`config.mk`:
```
export PLATFORM = sky130hd
export DESIGN_NAME = pcs_rx_monitor_top
export DESIGN_NICKNAME = d
export VERILOG_FILES = /design/src/verilog/pcs_rx_pkg.sv /design/src/verilog/ber_monitor.sv /design/src/verilog/block_sync.sv /design/src/verilog/pcs_rx_monitor_top.sv /design/src/verilog/pcs_status_regs.sv
export SDC_FILE = /design/constraint.sdc
export NUM_CORES = 1
export LEC_CHECK = 0
export BUFFER_PORTS_ARGS = -buffer_cell sky130_fd_sc_hd__buf_2
export CAP_MARGIN = 40
export CORE_MARGIN = 2
export CORE_UTILIZATION = 50
export DETAILED_ROUTE_END_ITERATION = 8
export PLACE_DENSITY_LB_ADDON = 0.3
export SYNTH_ARGS = -nofsm -noshare
export SYNTH_HDL_FRONTEND = slang
export SYNTH_SLANG_ARGS = --single-unit
```
`constraint.sdc`:
```
create_clock -name i_clock -period 4.3 [get_ports i_clock]
set_input_delay 0 -clock i_clock [delete_from_list [all_inputs] [get_ports i_clock]]
set_output_delay 0 -clock i_clock [all_outputs]
set_load 0.02 [all_outputs]
```
`src/verilog/pcs_rx_pkg.sv`:
```
package pcs_rx_pkg;

        // One entry per received sync header, as seen by the BER monitor
        typedef struct packed {
                logic           valid;          // A header arrived this cycle
                logic           sh_ok;          // Header was 01 or 10
        } sh_event_t;

        typedef struct packed {
                logic           block_lock;
                logic           hi_ber;
        } pcs_status_t;

        typedef struct packed {
                logic [3:0]     awaddr;
                logic           awvalid;
                logic [31:0]    wdata;
                logic           wvalid;
                logic           bready;
                logic [3:0]     araddr;
                logic           arvalid;
                logic           rready;
        } axil_req_t;

        typedef struct packed {
                logic           awready;
                logic           wready;
                logic           bvalid;
                logic [1:0]     bresp;
                logic           arready;
                logic           rvalid;
                logic [31:0]    rdata;
                logic [1:0]     rresp;
        } axil_rsp_t;

        localparam logic [3:0] REG_CONTROL      = 4'h0;    // Bit 0 is test mode
        localparam logic [3:0] REG_STATUS       = 4'h4;    // Bit 0 lock, bit 1 high BER
        localparam logic [3:0] REG_HI_BER_COUNT = 4'h8;    // Saturating high-BER event count

endpackage

```
`src/verilog/ber_monitor.sv`:
```
`timescale 1ns/1ps

module ber_monitor
#(
        parameter int                   HI_BER_LIMIT    = 16,
        parameter int                   BER_WINDOW      = 125
)
(
        input  logic                    i_clock,
        input  logic                    i_reset,
        input  pcs_rx_pkg::sh_event_t   i_sh_event,
        input  logic                    i_block_lock,
        input  logic                    i_test_mode,
        output logic                    o_hi_ber
);

        localparam int                  TMR_W           = $clog2(BER_WINDOW + 1);
        localparam int                  CNT_W           = $clog2(HI_BER_LIMIT + 1);
        localparam logic [TMR_W-1:0]    TMR_LAST        = TMR_W'(BER_WINDOW - 1);
        localparam logic [CNT_W-1:0]    CNT_LAST        = CNT_W'(HI_BER_LIMIT - 1);

        typedef enum logic [2:0] {
                ST_INIT         = 3'b001,
                ST_TEST         = 3'b010,
                ST_HI_BER       = 3'b100
        } state_t;

        state_t                         state, next_state;
        logic [TMR_W-1:0]               win_timer;      // Headers seen in the current window
        logic [CNT_W-1:0]               ber_cnt;        // Bad headers seen in the current window
        logic                           hold;
        logic                           bad;
        logic                           window_end;
        logic                           limit_hit;

        assign hold       = !i_block_lock || i_test_mode;
        assign bad        = i_sh_event.valid && !i_sh_event.sh_ok;
        assign window_end = i_sh_event.valid && (win_timer == TMR_LAST);
        assign limit_hit  = bad && (ber_cnt == CNT_LAST);     // This bad header reaches the limit

        always_comb
        begin
                next_state = state;
                case (state)
                        ST_INIT:        next_state = ST_TEST;
                        ST_TEST:        if (limit_hit) next_state = ST_HI_BER;
                        ST_HI_BER:      if (window_end) next_state = ST_TEST;
                        default:        next_state = ST_INIT;
                endcase
                if (hold)
                        next_state = ST_INIT;                   // No lock or test mode parks the monitor
        end

        always_ff @(posedge i_clock)
        begin
                if (i_reset)
                        state <= ST_INIT;
                else
                        state <= next_state;
        end

        always_ff @(posedge i_clock)
        begin
                if (i_reset || hold || state == ST_INIT || window_end)
                        win_timer <= '0;
                else if (i_sh_event.valid)
                        win_timer <= win_timer + 1'b1;
        end

        // Counting happens only in TEST and restarts on entry, so HI_BER always leaves a clean count
        always_ff @(posedge i_clock)
        begin
                if (i_reset || hold || state != ST_TEST || window_end)
                        ber_cnt <= '0;
                else if (bad)
                        ber_cnt <= ber_cnt + 1'b1;
        end

        assign o_hi_ber = (state == ST_HI_BER);

endmodule

```
`src/verilog/block_sync.sv`:
```
`timescale 1ns/1ps

module block_sync
#(
        parameter int                   LOCK_COUNT      = 64,
        parameter int                   UNLOCK_LIMIT    = 16
)
(
        input  logic                    i_clock,
        input  logic                    i_reset,
        input  logic [1:0]              i_header,
        input  logic                    i_header_valid,
        output pcs_rx_pkg::sh_event_t   o_sh_event,
        output logic                    o_block_lock
);

        localparam int                  HDR_W           = $clog2(LOCK_COUNT + 1);
        localparam int                  BAD_W           = $clog2(UNLOCK_LIMIT + 1);
        localparam logic [HDR_W-1:0]    HDR_LAST        = HDR_W'(LOCK_COUNT - 1);
        localparam logic [BAD_W-1:0]    BAD_LAST        = BAD_W'(UNLOCK_LIMIT - 1);

        logic                           sh_ok;
        logic [HDR_W-1:0]               hdr_cnt;        // Good run while unlocked, window slot when locked
        logic [BAD_W-1:0]               bad_cnt;        // Bad headers in the current lock window

        assign sh_ok = i_header[1] ^ i_header[0];       // Only 01 and 10 are legal sync headers

        always_ff @(posedge i_clock)
        begin
                if (i_reset)
                        o_sh_event <= '0;
                else
                begin
                        o_sh_event.valid <= i_header_valid;
                        o_sh_event.sh_ok <= sh_ok;
                end
        end

        // Acquisition needs an unbroken run of good headers
        // Once locked, the same counter walks through windows of LOCK_COUNT headers
        always_ff @(posedge i_clock)
        begin
                if (i_reset)
                begin
                        o_block_lock <= 1'b0;
                        hdr_cnt      <= '0;
                        bad_cnt      <= '0;
                end
                else if (i_header_valid)
                begin
                        if (!o_block_lock)
                        begin
                                bad_cnt <= '0;
                                if (!sh_ok)
                                        hdr_cnt <= '0;                  // Any bad header restarts the run
                                else if (hdr_cnt == HDR_LAST)
                                begin
                                        o_block_lock <= 1'b1;
                                        hdr_cnt      <= '0;
                                end
                                else
                                        hdr_cnt <= hdr_cnt + 1'b1;
                        end
                        else if (!sh_ok && bad_cnt == BAD_LAST)
                        begin
                                o_block_lock <= 1'b0;                   // Too many errors, go back to hunting
                                hdr_cnt      <= '0;
                                bad_cnt      <= '0;
                        end
                        else if (hdr_cnt == HDR_LAST)
                        begin
                                hdr_cnt <= '0;                          // Window complete with lock kept
                                bad_cnt <= '0;
                        end
                        else
                        begin
                                hdr_cnt <= hdr_cnt + 1'b1;
                                bad_cnt <= bad_cnt + BAD_W'(!sh_ok);
                        end
                end
        end

endmodule

```
`src/verilog/pcs_rx_monitor_top.sv`:
```
`timescale 1ns/1ps

module pcs_rx_monitor_top
#(
        parameter int                   LOCK_COUNT      = 64,
        parameter int                   UNLOCK_LIMIT    = 16,
        parameter int                   HI_BER_LIMIT    = 16,
        parameter int                   BER_WINDOW      = 125
)
(
        input  logic                    i_clock,
        input  logic                    i_reset,
        input  logic [1:0]              i_header,
        input  logic                    i_header_valid,
        input  pcs_rx_pkg::axil_req_t   i_axil,
        output pcs_rx_pkg::axil_rsp_t   o_axil,
        output logic                    o_block_lock,
        output logic                    o_hi_ber
);

        pcs_rx_pkg::sh_event_t          sh_event;
        pcs_rx_pkg::pcs_status_t        status;
        logic                           block_lock;
        logic                           hi_ber;
        logic                           test_mode;

        block_sync #(
                .LOCK_COUNT     (LOCK_COUNT),
                .UNLOCK_LIMIT   (UNLOCK_LIMIT)
        ) i_block_sync (
                .i_clock        (i_clock),
                .i_reset        (i_reset),
                .i_header       (i_header),
                .i_header_valid (i_header_valid),
                .o_sh_event     (sh_event),
                .o_block_lock   (block_lock)
        );

        ber_monitor #(
                .HI_BER_LIMIT   (HI_BER_LIMIT),
                .BER_WINDOW     (BER_WINDOW)
        ) i_ber_monitor (
                .i_clock        (i_clock),
                .i_reset        (i_reset),
                .i_sh_event     (sh_event),
                .i_block_lock   (block_lock),
                .i_test_mode    (test_mode),
                .o_hi_ber       (hi_ber)
        );

        assign status = '{block_lock: block_lock, hi_ber: hi_ber};

        pcs_status_regs i_pcs_status_regs (
                .i_clock        (i_clock),
                .i_reset        (i_reset),
                .i_axil         (i_axil),
                .i_status       (status),
                .o_axil         (o_axil),
                .o_test_mode    (test_mode)
        );

        assign o_block_lock = block_lock;
        assign o_hi_ber     = hi_ber;

endmodule

```
`src/verilog/pcs_status_regs.sv`:
```
`timescale 1ns/1ps

module pcs_status_regs
(
        input  logic                    i_clock,
        input  logic                    i_reset,
        input  pcs_rx_pkg::axil_req_t   i_axil,
        input  pcs_rx_pkg::pcs_status_t i_status,
        output pcs_rx_pkg::axil_rsp_t   o_axil,
        output logic                    o_test_mode
);

        logic                           wr_accept;
        logic                           rd_accept;
        logic                           bvalid;
        logic                           rvalid;
        logic [31:0]                    rdata;
        logic [31:0]                    rd_value;
        logic                           test_mode;
        logic                           hi_ber_q;       // Previous hi_ber for edge detection
        logic [15:0]                    event_cnt;

        // Address and data must arrive together, and only one write response is outstanding
        assign wr_accept = i_axil.awvalid && i_axil.wvalid && !bvalid;
        assign rd_accept = i_axil.arvalid && !rvalid;

        always_comb
        begin
                case (i_axil.araddr)
                        pcs_rx_pkg::REG_CONTROL:
                                rd_value = {31'b0, test_mode};
                        pcs_rx_pkg::REG_STATUS:
                                rd_value = {30'b0, i_status.hi_ber, i_status.block_lock};
                        pcs_rx_pkg::REG_HI_BER_COUNT:
                                rd_value = {16'b0, event_cnt};
                        default:
                                rd_value = '0;          // Unmapped addresses read as zero
                endcase
        end

        always_ff @(posedge i_clock)
        begin
                if (i_reset)
                        bvalid <= 1'b0;
                else if (wr_accept)
                        bvalid <= 1'b1;
                else if (i_axil.bready)
                        bvalid <= 1'b0;
        end

        always_ff @(posedge i_clock)
        begin
                if (i_reset)
                        rvalid <= 1'b0;
                else if (rd_accept)
                        rvalid <= 1'b1;
                else if (i_axil.rready)
                        rvalid <= 1'b0;
        end

        always_ff @(posedge i_clock)
        begin
                if (rd_accept)
                        rdata <= rd_value;              // Sampled at acceptance and held until rready
        end

        always_ff @(posedge i_clock)
        begin
                if (i_reset)
                        test_mode <= 1'b0;
                else if (wr_accept && i_axil.awaddr == pcs_rx_pkg::REG_CONTROL)
                        test_mode <= i_axil.wdata[0];
        end

        always_ff @(posedge i_clock)
        begin
                if (i_reset)
                begin
                        hi_ber_q  <= 1'b0;
                        event_cnt <= '0;
                end
                else
                begin
                        hi_ber_q <= i_status.hi_ber;
                        if (wr_accept)
                                event_cnt <= '0;        // Any write clears the count
                        else if (i_status.hi_ber && !hi_ber_q && event_cnt != 16'hffff)
                                event_cnt <= event_cnt + 1'b1;
                end
        end

        assign o_axil = '{
                awready: wr_accept,
                wready:  wr_accept,
                bvalid:  bvalid,
                bresp:   2'b00,
                arready: rd_accept,
                rvalid:  rvalid,
                rdata:   rdata,
                rresp:   2'b00
        };

        assign o_test_mode = test_mode;

endmodule
```
==> run summary, run 1 <==
syn avg cell area = 9.54 um^2
Critical R2R Launch = i_pcs_status_regs.event_cnt[0]
Chip Width = 84.8 um
final hold violation count = 0
TritonRoute pass-1 iters = 5
Hold Crit Class = in -> reg
Die H = 84.8 um
max incr delay on CP = 0.58 ns
R2R cell count = 6
WP buf/inv = 1
Layout area overhead = 12.1%
global-route wire length before repair = 10.1 mm
initial antenna violation count = 0
PD cells = 334 mW/mm^2
WL final = 6.17 mm
post-CTS repair timing setup buffer count = 0
total track usage = 0.175
Syn Std Cell Area = 0.00326 mm^2
largest net degree at the start of global routing = 23
Period minus WS final = 1.99 ns
dpl ws = 2.35 ns
Slew @ Worst Pin = 0.649 ns
share of the synthesized area in the top cell type = 0.307
met1 Usage GRT = 0.211
Initial Util = 0.517
cell taking the most area after synthesis = dfxtp_1
max-slew violation count = 0
layout cells sized above 1 = 0.161
synth top area cells = dfxtp_1 31%, edfxtp_1 15%, buf_4 5.8%
status = finished, final reports clean
Fmax achieved = 0.502 GHz
Async S/R FF share, synth = 0
reg2reg end = i_pcs_status_regs.event_cnt[6]
flops & latches, synth = 66
die area = 0.00719 mm^2
RSZ-0062 raised after global routing = false
CP Class = reg -> reg
post-layout util = 0.579
Port Buffers = 41
Row Count = 29
via count = 2562
register area share after synthesis = 0.454
routed length per instance = 13.2 um
Yosys Warn Count = 0
clock skew = 0.00646 ns
First DRT Iteration DRCs = 119
Syn Inst Count = 342
Crit Path Max Fanout = 16
met3 GRT Util = 0.0482
Unique masters post-synth = 50
CP delay by family, top = simple AND/OR/NAND/NOR gates
Slowest-stage cell, CP = nor4_4
Crit. End Element = flip-flop
hold worst-path end = i_block_sync.o_sh_event[1]
later-pin clock latency in the skew report = 0.34 ns
DRC violations left = 0
Core Area = 0.00631 mm^2
Hold Startpoint = i_reset
CTS tree = yes
vias in the first global route = 2306
Avg Vias per Cell = 5.47
setup TNS = 0 ns
Top FF cell, synth = dfxtp_1
Commonest cells post-synth = 50 x dfxtp_1, 26 x nor2_1, 25 x buf_4
Worst setup SP type = flip-flop
clock transition at the registers of the reported paths = 0.07 ns
CTS root buffer = clkbuf_8
CTS H-Tree Depth = 3
CP Cell Sequence = ha_1, nand3_1, nor4_4, buf_6, nor4_1, o21a_1
Worst slew margin = 0.566
Sinks on Clock Net = 66
VDD IR-drop max = 0.000195 V
P_leak = 1.38 nW
Worst Path Arrival = 2.23 ns
gpl congestion = 0.778
Final setup violation count = 0
setup slack, reg-to-reg = 2.31 ns
most common cell in the netlist = dfxtp_1
EDFF count, synth = 16
max-cap violation count = 0
DP HPWL = 4.38 mm
diodes inserted = 0
Final nets = 444
Hold Path Depth = 2
TritonCTS Buffers = 9
maximum clock path buffer count = 2
post-route ant nets = 0
CP required = 4.54 ns
global routing's busiest layer = met2
CP startpoint = i_pcs_status_regs.event_cnt[0]
Final Cycle Share = 0.464
remaining global-route overflow = 0
Worst Slack Setup Final = 2.31 ns
met2 usage = 0.299
IO Count = 93
==> where the power goes <==
| part | switching (mW) | total (mW) | internal [mW] |
|---|---|---|---|
| Combinational | 0.0617 | 0.0885 | 0.0268 |
| Clock | 0.222 | 0.482 | 0.260 |
| Sequential | 0.00536 | 0.651 | 0.646 |
| Total | 0.289 | 1.22 | 0.933 |
==> logic make-up (layout without fill, tap and decap cells) <==
| logic type | count (synthesis) | count (layout) | synth area share |
|---|---|---|---|
| simple gates | 138 | 138 | 0.247 |
| compound gates | 61 | 61 | 0.120 |
| buf+inv | 47 | 77 | 0.0893 |
| xor+xnor | 16 | 16 | 0.0429 |
| flops | 66 | 66 | 0.454 |
| other cells | 1 | 20 | 0.00115 |
| fa+ha+maj | 8 | 8 | 0.0307 |
| mux | 5 | 5 | 0.0153 |
==> area by class of cell <==
| type | count | area (um^2) |
|---|---|---|
| Clock buffer | 11 | 131 |
| Clock inverter | 5 | 45.0 |
| Fill cell | 564 | 2660 |
| Inverter | 9 | 33.8 |
| Multi-Input combinational cell | 248 | 1560 |
| Sequential cell | 66 | 1480 |
| Tap cell | 77 | 96.3 |
| Timing Repair Buffer | 52 | 309 |
==> how the worst max path moves through the flow <==
stage	depth (start not counted)	slack, ns	to
global placement	5	2.18	i_pcs_status_regs.event_cnt[6]
finish	6	2.31	i_pcs_status_regs.event_cnt[6]
detailed placement	6	2.35	i_pcs_status_regs.event_cnt[6]
CTS	6	2.33	i_pcs_status_regs.event_cnt[6]
floorplan	7	2.66	i_pcs_status_regs.event_cnt[1]
global route	6	2.13	i_pcs_status_regs.event_cnt[6]
==> stage by stage <==
step,hold WS (ns),cell area [um^2],total power [mW],instances
after floorplan,0.0990,3330,0.741,361
after global placement,0.184,3390,0.747,442
after detailed placement,0.195,3400,0.750,444
after CTS,0.0516,3660,1.23,468
after global routing,0.0795,3660,1.27,468
final,0.0434,3660,1.22,468
==> flip-flops by register name, indices dropped and copies added, names as in the netlist <==
signal and count:
i_pcs_status_regs.event_cnt 16, i_pcs_status_regs.rdata 16, i_ber_monitor.win_timer 7, i_block_sync.hdr_cnt 7, i_ber_monitor.ber_cnt 5, i_block_sync.bad_cnt 5
i_ber_monitor.state 3, i_block_sync.o_sh_event 2, i_block_sync.o_block_lock 1, i_pcs_status_regs.bvalid 1, i_pcs_status_regs.hi_ber_q 1, i_pcs_status_regs.o_test_mode 1
i_pcs_status_regs.rvalid 1
==> cells in the final DEF, fill, tap and decap left out, types with 3 or more instances in the layout <==
cell type and count:
edfxtp_1 16, o21a_1 3, inv_1 8, xnor2_1 4, clkinv_1 4, nor2_1 26
dlygate4sd3_1 8, nand2_1 20, o31ai_1 11, a21oi_1 23, a211oi_1 8, nand4_1 13
nor2b_1 4, clkbuf_8 9, nand3_1 12, o211ai_1 3, or4_1 12, and3_1 4
xor2_1 12, ha_1 8, and2_1 16, conb_1 20, dfxtp_1 50, and4_1 4
mux2i_1 5, o21ai_0 5, buf_2 42, nor3_1 9
==> repair_timing <==
| action | 4_1_cts | 5_1_grt |
|---|---|---|
| hold endpoints to repair | 5 | 0 |
| hold buffers | 8 | 0 |
| resized for setup | 0 | 0 |
==> routing by layer <==
layer	part of all wire	routed length [um]
met1	0.45	2760
met2	0.48	2990
met3	0.052	321
met4	0.017	107
met5	0	0
Note: power is estimated with default switching activity, not from simulation.
==> run 2: changes to the inputs <==
- ABC_AREA: default -> 1
- CORE_UTILIZATION: 50 -> 47
- clock period: 4.3 -> 1.77 ns (I/O delays scaled with it)
==> run summary, run 2 <==
synth top area cells = dfxtp_1 30%, edfxtp_1 14%, nand2_1 9.7% (was dfxtp_1 31%, edfxtp_1 15%, buf_4 5.8%)
Async S/R FF share, synth = 0 (unchanged)
gpl congestion = 0.900 (was 0.778)
Syn Inst Count = 430 (was 342)
Yosys Warn Count = 0 (unchanged)
maximum clock path buffer count = 2 (unchanged)
max incr delay on CP = 0.36 ns (was 0.58 ns)
mux contribution to synthesized area = 0 (was 0.0153)
via count = 2780 (was 2562)
routed length per instance = 11.3 um (was 13.2 um)
CTS root buffer = clkbuf_8 (unchanged)
total track usage = 0.186 (was 0.175)
Slowest-stage cell, CP = dfxtp_1 (was nor4_4)
P_leak = 1.55 nW (was 1.38 nW)
Initial Util = 0.490 (was 0.517)
Final nets = 544 (was 444)
WL final = 6.64 mm (was 6.17 mm)
flops & latches, synth = 66 (unchanged)
max-slew violation count = 0 (unchanged)
DP HPWL = 4.82 mm (was 4.38 mm)
Sinks on Clock Net = 66 (unchanged)
most frequent cells in the layout = 87 x nand2_1, 68 x nor2_1, 50 x dfxtp_1 (was 50 x dfxtp_1, 42 x buf_2, 26 x nor2_1)
Largest regs = i_pcs_status_regs.event_cnt x16, i_pcs_status_regs.rdata x16 (unchanged)
IO Count = 93 (unchanged)
CP Cell Sequence = ha_1, nand2_1, nor2_2, nand2_2, nor2_2, nor2_4, nand3_1, nand2_1, nor2_1 (was ha_1, nand3_1, nor4_4, buf_6, nor4_1, o21a_1)
Worst setup SP type = flip-flop (unchanged)
most common cell in the netlist = nand2_1 (was dfxtp_1)
Layout area overhead = 15.9% (was 12.1%)
Final Cycle Share = 0.899 (was 0.464)
Slew @ Worst Pin = 0.589 ns (was 0.649 ns)
status = finished, final reports clean (unchanged)
Worst Path Arrival = 1.82 ns (was 2.23 ns)
RSZ-0062 raised after global routing = false (unchanged)
Core Area = 0.00687 mm^2 (was 0.00631 mm^2)
adder-cell share of the synthesized area = 0.0297 (was 0.0307)
share of the synthesized area in the top cell type = 0.297 (was 0.307)
diodes inserted = 0 (unchanged)
CTS H-Tree Depth = 3 (unchanged)
syn avg cell area = 7.83 um^2 (was 9.54 um^2)
Top FF cell, synth = dfxtp_1 (unchanged)
Final setup violation count = 0 (unchanged)
Row Count = 30 (was 29)
First DRT Iteration DRCs = 103 (was 119)
CTS tree = yes (unchanged)
PD cells = 796 mW/mm^2 (was 334 mW/mm^2)
die area = 0.00785 mm^2 (was 0.00719 mm^2)
TritonCTS Buffers = 9 (unchanged)
post-synthesis simple-gate area fraction = 0.274 (was 0.247)
clock transition at the registers of the reported paths = 0.07 ns (about the same)
EDFF count, synth = 16 (unchanged)
CP Class = reg -> reg (unchanged)
combinational family with the most area after synthesis = simple AND/OR/NAND/NOR gates (unchanged)
setup TNS = 0 ns (unchanged)
VDD IR-drop max = 0.000488 V (was 0.000195 V)
CP required = 2.00 ns (was 4.54 ns)
Unique masters post-synth = 36 (was 50)
Crit Path Max Fanout = 17 (was 16)
remaining global-route overflow = 0 (unchanged)
clock skew = 0.00908 ns (was 0.00646 ns)
Synth Area in Compound Gates = 0.0903 (was 0.120)
global-route wire length before repair = 11.4 mm (was 10.1 mm)
post-layout util = 0.568 (was 0.579)
post-route ant nets = 0 (unchanged)
Chip Width = 88.6 um (was 84.8 um)
max-cap violation count = 0 (unchanged)
Avg Vias per Cell = 4.74 (was 5.47)
Hold Crit Class = in -> reg (unchanged)
Crit. End Element = flip-flop (unchanged)
Worst slew margin = 0.607 (was 0.566)
register area share after synthesis = 0.440 (was 0.454)
Syn Std Cell Area = 0.00337 mm^2 (was 0.00326 mm^2)
DRC violations left = 0 (unchanged)
Fmax achieved = 0.629 GHz (was 0.502 GHz)
cell taking the most area after synthesis = dfxtp_1 (unchanged)
commonest non-fill, non-tap cell in the layout = nand2_1 (was dfxtp_1)
Commonest cells post-synth = 87 x nand2_1, 69 x nor2_1, 50 x dfxtp_1 (was 50 x dfxtp_1, 26 x nor2_1, 25 x buf_4)
initial antenna violation count = 0 (unchanged)
final hold violation count = 0 (unchanged)
largest net degree at the start of global routing = 19 (was 23)
later-pin clock latency in the skew report = 0.35 ns (was 0.34 ns)
Port Buffers = 41 (unchanged)
TritonRoute pass-1 iters = 4 (was 5)
Period minus WS final = 1.59 ns (was 1.99 ns)
vias in the first global route = 2597 (was 2306)
Die H = 88.6 um (was 84.8 um)
XOR/XNOR Fraction of Synth Area = 0.0442 (was 0.0429)
layout cells sized above 1 = 0.189 (was 0.161)
==> run 2: cell count changes in the layout (fill, tap and decap cells not counted), sizes merged, moves of 4 or more <==
cell / delta
inv: +37
buf: +6
nand3: +9
o31ai: -11
and2: -16
nand2: +69
nor2b: -4
and4: -4
o21ai: +8
nand4: -5
mux2i: -5
nor2: +50
or4: -12
a211oi: -8
==> run 2: path summary, 6_finish.rpt <==
path,startpoint,end,slack [ns],cells past startpoint
worst max-delay path,i_pcs_status_regs.event_cnt[1],i_pcs_status_regs.event_cnt[13],0.18,9
worst min-delay path,i_axil[5],i_pcs_status_regs.rdata[1],0.03,3
worst max register to register,i_pcs_status_regs.event_cnt[1],i_pcs_status_regs.event_cnt[13],0.18,9
worst min register to register,i_block_sync.hdr_cnt[6],i_block_sync.hdr_cnt[6],0.46,2
==> run 2: cells by family after synthesis <==
kind of cell / after synthesis
AOI/OAI and AO/OA: 46
adders and majority gates: 8
other: 1
DFF: 66
xor gates and xnor gates: 17
buffers and inverters: 78
and+or+nand+nor: 214
==> run 2: power breakdown <==
group | internal (mW) | switching [mW]
sequential | 1.57 | 0.0133
clock | 0.713 | 0.579
combinational | 0.0688 | 0.160
==> run 2: final cells by class <==
type,count,area (um^2)
Multi-Input combinational cell,305,1550
Timing Repair Buffer,58,365
Inverter,46,173
Fill cell,650,2970
Tap cell,96,120
Clock buffer,13,191
Sequential cell,66,1480
Clock inverter,3,17.5
==> run 2: routing by layer <==
metal | global-route usage | wire [um] | share of wire
met1 | 0.249 | 3230 | 0.49
met2 | 0.292 | 3020 | 0.45
met3 | 0.0308 | 310 | 0.047
met4 | 0.0882 | 87 | 0.013
met5 | 0 | 0 | 0
==> run 2: timing repair <==
item / CTS / global route
setup buffers: 0 / 2
hold endpoints to repair: 6 / 0
resized for setup: 0 / 1
setup endpoints to repair: 0 / 8
hold buffers: 8 / 0
==> run 2: metrics by stage <==
step                std cells  worst slack, ns  hold WS [ns]  area [um^2]  total power [mW]
floorplan                 449            0.287         0.141         3440              1.81
global placement          561            0.159         0.246         3580              1.83
detailed placement        561            0.121         0.243         3580              1.83
CTS                       585            0.105        0.0301         3870              3.12
global route              587           0.0320        0.0490         3900              3.22
finish                    587            0.179        0.0299         3900              3.10
==> run 2: worst max-delay path: cells and delay by family, from the launching register on <==
| kind | cells | cell delay [ns] |
|---|---|---|
| adders and majority gates | 1 | 0.22 |
| DFF | 1 | 0.36 |
| and+or+nand+nor | 8 | 0.92 |
